File: src/uart_tx_consts.svh
`ifndef UART_TX_CONSTS_SVH
`define UART_TX_CONSTS_SVH

// Frame geometry of the byte-wide transmitter
// One div_clk cycle is one bit time on the line

// Data bits per frame, sent LSB first
// The bit counter counts exactly this many shifts per frame
`define UART_TX_DATA_BITS 8

// Bit counter width
// Must hold the value UART_TX_DATA_BITS itself, not just DATA_BITS-1
`define UART_TX_CNT_W 4

`endif

File: src/uart_tx_pkg.sv
`default_nettype none

`include "uart_tx_consts.svh"

package uart_tx_pkg;

    // Frame sequencing states
    typedef enum logic [2:0] {
        IDLE      = 3'b000,  // Line at mark and ready for a byte
        LOAD      = 3'b001,  // Byte captured and start level registered
        START_BIT = 3'b010,
        DATA_BITS = 3'b011,  // Eight bit times and the last waits on count_done
        STOP_BIT  = 3'b100
    } tx_state_t;

    // Strobes from the FSM to the datapath blocks
    // All four are levels decoded from the state
    typedef struct packed {
        logic load;         // Capture byte and clear counter
        logic start_shift;  // Shift data and drive data bit onto line
        logic start_count;  // Count one data bit
        logic start;        // Drive start level onto line
    } tx_ctrl_t;

    // Payload byte
    typedef logic [`UART_TX_DATA_BITS-1:0] tx_byte_t;

endpackage

`default_nettype wire

File: src/uart_tx_bit_counter.sv
`timescale 1ns/1ps
`default_nettype none

`include "uart_tx_consts.svh"

module uart_tx_bit_counter (
    input  logic                  div_clk,
    input  logic                  rst_n,
    input  uart_tx_pkg::tx_ctrl_t ctrl,
    output logic                  count_done
);

    localparam logic [`UART_TX_CNT_W-1:0] last_cnt = `UART_TX_DATA_BITS;

    logic [`UART_TX_CNT_W-1:0] count;  // Data bits shifted so far

    always_ff @(posedge div_clk or negedge rst_n) begin
        if (!rst_n) begin
            count <= '0;
        end else if (ctrl.load) begin
            count <= '0;  // New frame
        end else if (ctrl.start_count) begin
            count <= count + 1'b1;
        end
    end

    // Seen by the FSM in the last DATA_BITS cycle
    assign count_done = (count == last_cnt);

    a_count_range: assert property (
        @(posedge div_clk) disable iff (!rst_n)
        count <= last_cnt
    ) else $error("Bit count %0d past frame length", count);

    // FSM must stop counting once the last bit has gone out
    a_no_count_when_done: assert property (
        @(posedge div_clk) disable iff (!rst_n)
        count_done |-> !ctrl.start_count
    ) else $error("Count strobe while count_done is high");

endmodule

`default_nettype wire

File: src/uart_tx_fsm.sv
`timescale 1ns/1ps
`default_nettype none

module uart_tx_fsm (
    input  logic                  div_clk,
    input  logic                  rst_n,
    input  logic                  tx_valid,
    input  logic                  count_done,
    output uart_tx_pkg::tx_ctrl_t ctrl,
    output logic                  tx_ready,
    output logic                  tx_busy
);

    uart_tx_pkg::tx_state_t state;
    uart_tx_pkg::tx_state_t next_state;

    always_ff @(posedge div_clk or negedge rst_n) begin
        if (!rst_n) begin
            state <= uart_tx_pkg::IDLE;
        end else begin
            state <= next_state;
        end
    end

    // Request is sampled straight from tx_valid while idle
    always_comb begin
        next_state = state;
        unique case (state)
            uart_tx_pkg::IDLE: begin
                if (tx_valid) begin
                    next_state = uart_tx_pkg::LOAD;
                end
            end
            uart_tx_pkg::LOAD: begin
                next_state = uart_tx_pkg::START_BIT;
            end
            uart_tx_pkg::START_BIT: begin
                next_state = uart_tx_pkg::DATA_BITS;
            end
            uart_tx_pkg::DATA_BITS: begin
                if (count_done) begin
                    next_state = uart_tx_pkg::STOP_BIT;  // All eight bits are out
                end
            end
            uart_tx_pkg::STOP_BIT: begin
                next_state = uart_tx_pkg::IDLE;
            end
            default: begin
                next_state = uart_tx_pkg::IDLE;
            end
        endcase
    end

    // Mealy outputs
    always_comb begin
        ctrl     = '0;
        tx_ready = 1'b0;
        tx_busy  = 1'b1;
        unique case (state)
            uart_tx_pkg::IDLE: begin
                tx_ready = 1'b1;
                tx_busy  = 1'b0;
            end
            uart_tx_pkg::LOAD: begin
                ctrl.load  = 1'b1;
                ctrl.start = 1'b1;  // Start level goes out on the next edge
            end
            uart_tx_pkg::START_BIT: begin
                // First data bit leaves while the start bit is on the line
                ctrl.start_shift = 1'b1;
                ctrl.start_count = 1'b1;
            end
            uart_tx_pkg::DATA_BITS: begin
                if (!count_done) begin
                    ctrl.start_shift = 1'b1;
                    ctrl.start_count = 1'b1;
                end
            end
            uart_tx_pkg::STOP_BIT: begin
                // Line returns to mark, nothing to strobe
            end
            default: begin
                tx_ready = 1'b1;
                tx_busy  = 1'b0;
            end
        endcase
    end

    a_ready_busy_excl: assert property (
        @(posedge div_clk) disable iff (!rst_n)
        !(tx_ready && tx_busy)
    ) else $error("tx_ready and tx_busy both high");

    a_state_legal: assert property (
        @(posedge div_clk) disable iff (!rst_n)
        state inside {uart_tx_pkg::IDLE, uart_tx_pkg::LOAD, uart_tx_pkg::START_BIT,
                      uart_tx_pkg::DATA_BITS, uart_tx_pkg::STOP_BIT}
    ) else $error("FSM in illegal state %0d", state);

    a_accept_to_load: assert property (
        @(posedge div_clk) disable iff (!rst_n)
        (state == uart_tx_pkg::IDLE && tx_valid) |=> (state == uart_tx_pkg::LOAD)
    ) else $error("Accepted request did not move FSM to LOAD");

endmodule

`default_nettype wire

File: src/uart_tx_line_driver.sv
`timescale 1ns/1ps
`default_nettype none

module uart_tx_line_driver (
    input  logic                  div_clk,
    input  logic                  rst_n,
    input  uart_tx_pkg::tx_ctrl_t ctrl,
    input  logic                  data_bit,
    output logic                  tx
);

    logic tx_next;

    // Start level over data bit over mark
    always_comb begin
        if (ctrl.start) begin
            tx_next = 1'b0;
        end else if (ctrl.start_shift) begin
            tx_next = data_bit;
        end else begin
            tx_next = 1'b1;  // Idle and stop level
        end
    end

    // Registered so the line never carries decode glitches
    always_ff @(posedge div_clk or negedge rst_n) begin
        if (!rst_n) begin
            tx <= 1'b1;  // Mark
        end else begin
            tx <= tx_next;
        end
    end

    // Start strobe is one cycle wide, so a low edge on the line
    // is never followed by another start request
    a_single_start: assert property (
        @(posedge div_clk) disable iff (!rst_n)
        $fell(tx) |-> !ctrl.start
    ) else $error("Start strobe held after start bit went out");

endmodule

`default_nettype wire

File: src/uart_tx_shifter.sv
`timescale 1ns/1ps
`default_nettype none

module uart_tx_shifter (
    input  logic                  div_clk,
    input  logic                  rst_n,
    input  uart_tx_pkg::tx_ctrl_t ctrl,
    input  uart_tx_pkg::tx_byte_t tx_data,
    output logic                  data_bit
);

    uart_tx_pkg::tx_byte_t shreg;  // Frame byte, LSB is the next bit out
    uart_tx_pkg::tx_byte_t shreg_next;

    // Load wins by construction, the FSM never raises both
    always_comb begin
        shreg_next = shreg;
        if (ctrl.load) begin
            shreg_next = tx_data;
        end else if (ctrl.start_shift) begin
            shreg_next = shreg >> 1;  // Zero fill from the top
        end
    end

    always_ff @(posedge div_clk or negedge rst_n) begin
        if (!rst_n) begin
            shreg <= '0;
        end else begin
            shreg <= shreg_next;
        end
    end

    assign data_bit = shreg[0];

    // Load and shift come from different states
    a_load_shift_excl: assert property (
        @(posedge div_clk) disable iff (!rst_n)
        !(ctrl.load && ctrl.start_shift)
    ) else $error("Shifter got load and shift together");

endmodule

`default_nettype wire

File: src/uart_tx_top.sv
`timescale 1ns/1ps
`default_nettype none

module uart_tx_top (
    input  logic                  div_clk,
    input  logic                  rst_n,
    input  logic                  tx_valid,
    input  uart_tx_pkg::tx_byte_t tx_data,
    output logic                  tx,
    output logic                  tx_ready,
    output logic                  tx_busy
);

    uart_tx_pkg::tx_ctrl_t ctrl;
    logic                  count_done;
    logic                  data_bit;

    uart_tx_fsm u_fsm (
        .div_clk    (div_clk),
        .rst_n      (rst_n),
        .tx_valid   (tx_valid),
        .count_done (count_done),
        .ctrl       (ctrl),
        .tx_ready   (tx_ready),
        .tx_busy    (tx_busy)
    );

    uart_tx_shifter u_shifter (
        .div_clk  (div_clk),
        .rst_n    (rst_n),
        .ctrl     (ctrl),
        .tx_data  (tx_data),
        .data_bit (data_bit)
    );

    uart_tx_bit_counter u_bit_counter (
        .div_clk    (div_clk),
        .rst_n      (rst_n),
        .ctrl       (ctrl),
        .count_done (count_done)
    );

    uart_tx_line_driver u_line_driver (
        .div_clk  (div_clk),
        .rst_n    (rst_n),
        .ctrl     (ctrl),
        .data_bit (data_bit),
        .tx       (tx)
    );

    // Line driver lags the FSM by one edge
    a_start_on_line: assert property (
        @(posedge div_clk) disable iff (!rst_n)
        (u_fsm.state == uart_tx_pkg::START_BIT) |-> !tx
    ) else $error("Line not low during START_BIT");

    a_stop_on_line: assert property (
        @(posedge div_clk) disable iff (!rst_n)
        (u_fsm.state == uart_tx_pkg::STOP_BIT) |-> tx
    ) else $error("Line not high during STOP_BIT");

endmodule

`default_nettype wire
File: config.mk
export PLATFORM = sky130hd
export DESIGN_NAME = uart_tx_top
export DESIGN_NICKNAME = d
export VERILOG_FILES = /design/src/uart_tx_pkg.sv /design/src/uart_tx_bit_counter.sv /design/src/uart_tx_fsm.sv /design/src/uart_tx_line_driver.sv /design/src/uart_tx_shifter.sv /design/src/uart_tx_top.sv
export VERILOG_INCLUDE_DIRS = /design/src
export SDC_FILE = /design/constraint.sdc
export NUM_CORES = 1
export LEC_CHECK = 0
export ABC_AREA = 1
export BUFFER_PORTS_ARGS = -buffer_cell sky130_fd_sc_hd__clkbuf_2
export CAP_MARGIN = 40
export CELL_PAD_IN_SITES_DETAIL_PLACEMENT = 1
export CELL_PAD_IN_SITES_GLOBAL_PLACEMENT = 1
export CORE_UTILIZATION = 35
export DETAILED_ROUTE_END_ITERATION = 8
export GPL_TIMING_DRIVEN = 0
export PLACE_DENSITY_LB_ADDON = 0.3
export SLEW_MARGIN = 20
export SYNTH_ARGS = -nofsm -noshare
export SYNTH_HDL_FRONTEND = slang
export SYNTH_SLANG_ARGS = --single-unit
File: constraint.sdc
create_clock -name div_clk -period 1.4 [get_ports div_clk]
set_clock_uncertainty 0.15 [all_clocks]
set_input_delay 0.07 -clock div_clk [delete_from_list [all_inputs] [get_ports div_clk]]
set_output_delay 0.07 -clock div_clk [all_outputs]
set_load 0.1 [all_outputs]
==> results of run 1 <==
==> logic make-up after synthesis <==
| kind of cell | count (synthesis) |
|---|---|
| AND/OR/NAND/NOR | 73 |
| adder cells (fa/ha/maj) | 2 |
| AO/OA/AOI/OAI | 2 |
| XOR/XNOR | 1 |
| flip-flops | 16 |
| buffers and inverters | 15 |
==> report_power, final <==
group	internal [mW]	total (mW)	switching [mW]
Sequential	0.663	0.818	0.155
Combinational	0.858	2.14	1.28
Clock	0.158	0.324	0.166
Total	1.68	3.28	1.60
==> cells in the mapped netlist, drive strengths merged <==
cell    n
dfstp   1
o21ai   1
buf     3
a21oi   1
nand2  49
ha      2
xor2    1
nor3    2
dfrtp  15
inv    12
nand4   2
nand3  18
nor2    2
==> flip-flops by register name, summed over array words and instances, names as in the netlist <==
signal,count
u_shifter.shreg,8
u_bit_counter.count,4
u_fsm.state,3
u_line_driver.tx,1
==> worst paths after layout <==
kind / depth (start not counted) / slack, ns / start / endpoint
max in group asynchronous: 2 / 0.68 / rst_n / u_line_driver.tx
min in group div_clk: 2 / 0.37 / u_shifter.shreg[3] / u_shifter.shreg[3]
hold reg to reg: 2 / 0.37 / u_shifter.shreg[3] / u_shifter.shreg[3]
setup reg to reg: 9 / -0.14 / u_fsm.state[2] / u_shifter.shreg[0]
setup / recovery: 6 / -0.24 / u_fsm.state[2] / tx_ready
hold / removal: 2 / 0.08 / rst_n / u_bit_counter.count[0]
==> per-layer routing <==
layer / vias to the layer above / part of all wire [%] / GRT usage [%]
li1: 422 / - / -
met1: 438 / 43 / 25.6
met2: 14 / 55 / 43.6
met3: 2 / 1.5 / 4.24
met4: 0 / 0.45 / 6.94
met5: - / 0 / 0
==> final cells by class <==
| type | instances | area (um2) | area share [%] |
|---|---|---|---|
| plain buffers | 3 | 37.5 | 2.70 |
| inverters | 12 | 51.3 | 3.69 |
| multi-input cells | 78 | 499 | 35.9 |
| flip-flops and latches | 16 | 403 | 29.0 |
| well taps | 28 | 35.0 | 2.52 |
| repair buffers | 36 | 328 | 23.6 |
| clock buffers | 4 | 36.3 | 2.61 |
==> cell usage in the layout (no fill, tap or decap), types with 4 or more instances in the layout <==
cell / synthesis / final
nand2_1: 46 / 36
dfrtp_1: 15 / 14
dlygate4sd3_1: 0 / 10
clkbuf_2: 0 / 10
buf_4: 1 / 10
inv_2: 6 / 8
nand3_1: 17 / 8
nand2_2: 3 / 8
nand3_2: 1 / 8
nand2_4: 0 / 4
clkbuf_4: 0 / 4
==> what timing repair did <==
action | in CTS | in global routing
gates resized for setup | 15 | 33
hold endpoints to repair | 25 | 0
pin swaps | 9 | 12
setup endpoints to repair | 15 | 14
buffers inserted | 8 | 3
hold buffers | 10 | 0
cloned | 1 | 1
==> results.toml, run 1 <==
[sta]
finalSetupViolations = 15
fin_crit_ns = 1.64
slew_headroom_pct = 71.5
period_share_pct = 117
whs_ns = 0.0797
setup_slack_ns = -0.235
fin_tns_setup_ns = -1.46
fmax_mhz = 612
maxSlewViolCount = 0
rsz0062_at_grt = "yes"
max_slew.worst_pin.slew_ns = 0.427
finalHoldViolCount = 0

[detailed_routing]
viasPerCell = 4.95
vias = 876
drt_iter0_markers = 14
wl_per_cell_um = 16.2
firstDrtPassIters = 4
ant_nets = 0
routed_wl_mm = 2.86
post-route-drc-count = 0

[grt]
grt_antenna_before_repair = 0
grt_max_degree = 17
grt_util_all_layers_pct = 23.0
grt_pass1_wl_mm = 4.35
grt_pass1_vias = 961
grt.overflow.total = 0

[clock_tree]
cts_tree = "yes"
clk_pin_slew_ns = 0.11
max-clock-path-buffers = 2
htreeDepth = 1
cts_root_buf = "clkbuf_4"
clkLatencyLatePin_ns = 0.29
clkSinkCount = 16
numCtsBuffers = 3

[yosys]
synth_area_per_cell_um2 = 7.64
yosysWarnings = 0
yosys-top-cells-area = "dfrtp_1 45%, nand2_1 21%, nand3_1 10%"
synthAdderAreaFrac_pct = 3.00
ys_seq_area_share_pct = 48.2
synth_xor_area_share_pct = 1.05
yosysTopAreaCell = "dfrtp_1"
ys_types = 19
synth_compound_gate_area_share_pct = 1.20
synth_top_family_by_area = "simple AND/OR/NAND/NOR gates"
yosys.area_share.simple_pct = 38.3
synthMuxAreaShare_pct = 0
ys_ff_latch = 16
synth_cells = 109
synth_nets = 122
syn_area_um2 = 833
synth_top_area_share_pct = 45.0

[place]
pre_cts_ws_ns = -0.114
gp_congestion = 0.666
dp_cells = 150
detailed_place.area_um2 = 953
dp_hpwl_mm = 1.47
numPortBuffers = 13

[finish]
fin_cells = 177
area_growth_pct = 66.8
n_antenna_cell = 0
nets = 163
design_area_um2 = 1390
utilization_pct = 62.2
drive_gt1_share_pct = 47.0
fillers = 267

[status]
outcome = "finished with violations"
violations = "setup timing"

[worst_setup_path]
path_max_fanout = 3
path_cells = "inv_2, nand3_4, buf_6, nand3_4, clkinvlp_4, clkbuf_16"
cpMostUsedCell = "nand3_4"
required_ns = 1.18
critPathBufInv = 4
slowest_delay_ns = 0.46
end_kind = "output pin"
slowest_stage = "dfrtp_2"
crit_type = "register to output pin"
crit_family = "buffers and inverters"
start_kind = "register"
arrival_ns = 1.42

[floorplan]
die-area_um2 = 2580
core_area_um2 = 2230
die_y_um = 50.8
pin_count = 14
die_x_um = 50.8
start_util_pct = 37.3
rows = 17

[pwr]
p_per_area_nw_per_um2 = 2360
power.total_mw = 3.28
p_leak_nw = 0.719
vdd_drop_max_uv = 1730

[worst_hold_path]
hold_path.class = "input port to asynchronous set/reset pin"

[job]
cap_violations = 0
(Power assumes the default switching activity.)
==> inputs of run 2 (changes only) <==
--- a/config.mk
+++ b/config.mk
@@ -6,12 +6,11 @@
 export SDC_FILE = /design/constraint.sdc
 export NUM_CORES = 1
 export LEC_CHECK = 0
-export ABC_AREA = 1
 export BUFFER_PORTS_ARGS = -buffer_cell sky130_fd_sc_hd__clkbuf_2
-export CAP_MARGIN = 40
 export CELL_PAD_IN_SITES_DETAIL_PLACEMENT = 1
 export CELL_PAD_IN_SITES_GLOBAL_PLACEMENT = 1
-export CORE_UTILIZATION = 35
+export CORE_MARGIN = 10
+export CORE_UTILIZATION = 38
 export DETAILED_ROUTE_END_ITERATION = 8
 export GPL_TIMING_DRIVEN = 0
 export PLACE_DENSITY_LB_ADDON = 0.3
==> results.toml, run 2 <==
[sta]
max_slew.worst_pin.slew_ns = 0.429
slew_headroom_pct = 71.4
finalSetupViolations = 14
fmax_mhz = 570
rsz0062_at_grt = "yes"
maxSlewViolCount = 0
finalHoldViolCount = 0
setup_slack_ns = -0.354
period_share_pct = 125
fin_crit_ns = 1.75

[yosys]
synth_cells = 80
ys_ff_latch = 16
yosys-top-cells-area = "dfrtp_1 43%, a221o_1 8.1%, a32o_1 8.1%"
ys_types = 32
synth_top_area_share_pct = 43.3
ys_seq_area_share_pct = 46.3
yosysWarnings = 0
syn_area_um2 = 867
synth.most_common_cell = "dfrtp_1"
ys_top_cells_by_count = "15 x dfrtp_1, 7 x a221o_1, 7 x a32o_1"
synthArstFlopShare_pct = 100
synth_nets = 93
synth_area_per_cell_um2 = 10.8
synth_ff_type = "dfrtp_1"
synth_edf_count = 0
yosysTopAreaCell = "dfrtp_1"

[pwr]
p_per_area_nw_per_um2 = 2180
p_leak_nw = 0.618
power.total_mw = 2.98
vdd_drop_max_uv = 1060

[job]
cap_violations = 0

[grt]
grt_pass1_vias = 1016
grt_max_degree = 17
grt_util_all_layers_pct = 15.2
grt_antenna_before_repair = 0
grt_pass1_wl_mm = 5.14
grt.overflow.total = 0

[finish]
biggestRegsByFlops = "u_shifter.shreg x8, u_bit_counter.count x4, u_fsm.state x3"
area_growth_pct = 57.4
final_cell_mix = "19 x buf_4, 13 x dfrtp_1, 11 x clkbuf_2"
regMostFlops = "u_shifter.shreg"
largest_reg_flops = 8
drive_gt1_share_pct = 47.2
nets = 137
n_antenna_cell = 0
utilization_pct = 62.3
final_common_cell = "buf_4"

[worst_setup_path]
required_ns = 1.43
crit_type = "register to register"
end_kind = "register"
reg2reg_from = "u_bit_counter.count[0]"
start_kind = "register"
startpoint = "u_bit_counter.count[0]"
arrival_ns = 1.79
path_max_fanout = 7

[clock_tree]
max-clock-path-buffers = 2
clkSinkCount = 16
clkLatencyLatePin_ns = 0.30
htreeDepth = 1
numCtsBuffers = 3
cts_tree = "yes"
cts_root_buf = "clkbuf_4"
clk_pin_slew_ns = 0.11

[floorplan]
die-area_um2 = 4590
die_x_um = 67.8
pin_count = 14
start_util_pct = 39.6
rows = 17
die_y_um = 67.8
core_area_um2 = 2190

[status]
outcome = "finished with violations"
violations = "setup timing"

[place]
dp_hpwl_mm = 1.59
numPortBuffers = 13
gp_congestion = 0.729

[detailed_routing]
ant_nets = 0
firstDrtPassIters = 4
viasPerCell = 5.76
vias = 870
post-route-drc-count = 0
wl_per_cell_um = 21.5
routed_wl_mm = 3.25
drt_iter0_markers = 41

[worst_hold_path]
hold_path.class = "input port to asynchronous set/reset pin"
run 2: changes by cell type in the layout (fill, tap and decap cells not counted), sizes merged, moves of 3 or more:
cell	change
o21ai	+3
buf	+7
nand2	-47
a32o	+7
a221o	+7
inv	-5
nand3	-12
run 2: final timing paths:
path	end	slack, ns	cells past startpoint
worst max register to register	u_shifter.shreg[4]	-0.35	5
min in group div_clk	u_shifter.shreg[6]	0.40	1
max in group asynchronous	u_line_driver.tx	0.69	2
worst max-delay path	u_shifter.shreg[4]	-0.35	5
worst min register to register	u_shifter.shreg[6]	0.40	1
worst min-delay path	u_fsm.state[1]	0.08	2
run 2: timing repair:
action / CTS / global route
endpoints found under the hold margin: 25 / 0
resized for setup: 19 / 15
hold buffers: 10 / 0
pin swaps: 4 / 7
setup buffers: 16 / 4
setup endpoints to repair: 17 / 19
run 2: metrics by stage:
stage / cell area [um2] / setup WS, ns / std cells / hold WS, ns / TNS (ns)
after global routing: 1370 / -0.395 / 151 / 0.106 / -4.10
after global placement: 1000 / -0.418 / 121 / -0.126 / -4.01
after detailed placement: 1000 / -0.436 / 121 / -0.115 / -4.32
after CTS: 1340 / -0.295 / 151 / 0.0999 / -3.08
after floorplan: 905 / -0.659 / 80 / -0.376 / -3.00
final: 1370 / -0.354 / 151 / 0.0798 / -3.50
run 2: logic make-up (layout without fill, tap and decap cells):
group | Yosys count | after routing | share of synthesized area, %
simple gates | 20 | 20 | 15.0
fa+ha+maj | 2 | 2 | 2.89
compound gates | 29 | 29 | 28.6
flops | 16 | 16 | 46.3
xor+xnor | 1 | 1 | 1.01
buf+inv | 12 | 55 | 6.20
run 2: final cells by class:
class / count / area [um2]
fill: 233 / 826
timing repair buffer: 40 / 330
multi-input combinational: 52 / 487
clock buffer: 4 / 36.3
sequential: 16 / 404
buffer: 5 / 50.0
tap: 28 / 35.0
inverter: 6 / 22.5
run 2: routing by layer:
metal | part of all wire (%) | global-route usage [%] | up-vias
met5 | 0 | 0 | -
met4 | 0.71 | 8.04 | 0
met3 | 4.0 | 2.98 | 4
met2 | 52 | 25.9 | 17
met1 | 43 | 17.5 | 447
li1 | - | - | 402
run 2: worst max-delay path: stages (launching register included):
cell     delay [ns]
dfrtp_1        0.39
inv_2          0.07
ha_4           0.16
and4b_2        0.27
a21o_4         0.26
a221o_1        0.35
run 2: power breakdown:
group / internal, mW / total (mW) / switching [mW]
Sequential: 0.657 / 0.839 / 0.182
Clock: 0.159 / 0.328 / 0.169
Combinational: 0.877 / 1.82 / 0.938
Total: 1.69 / 2.98 / 1.29
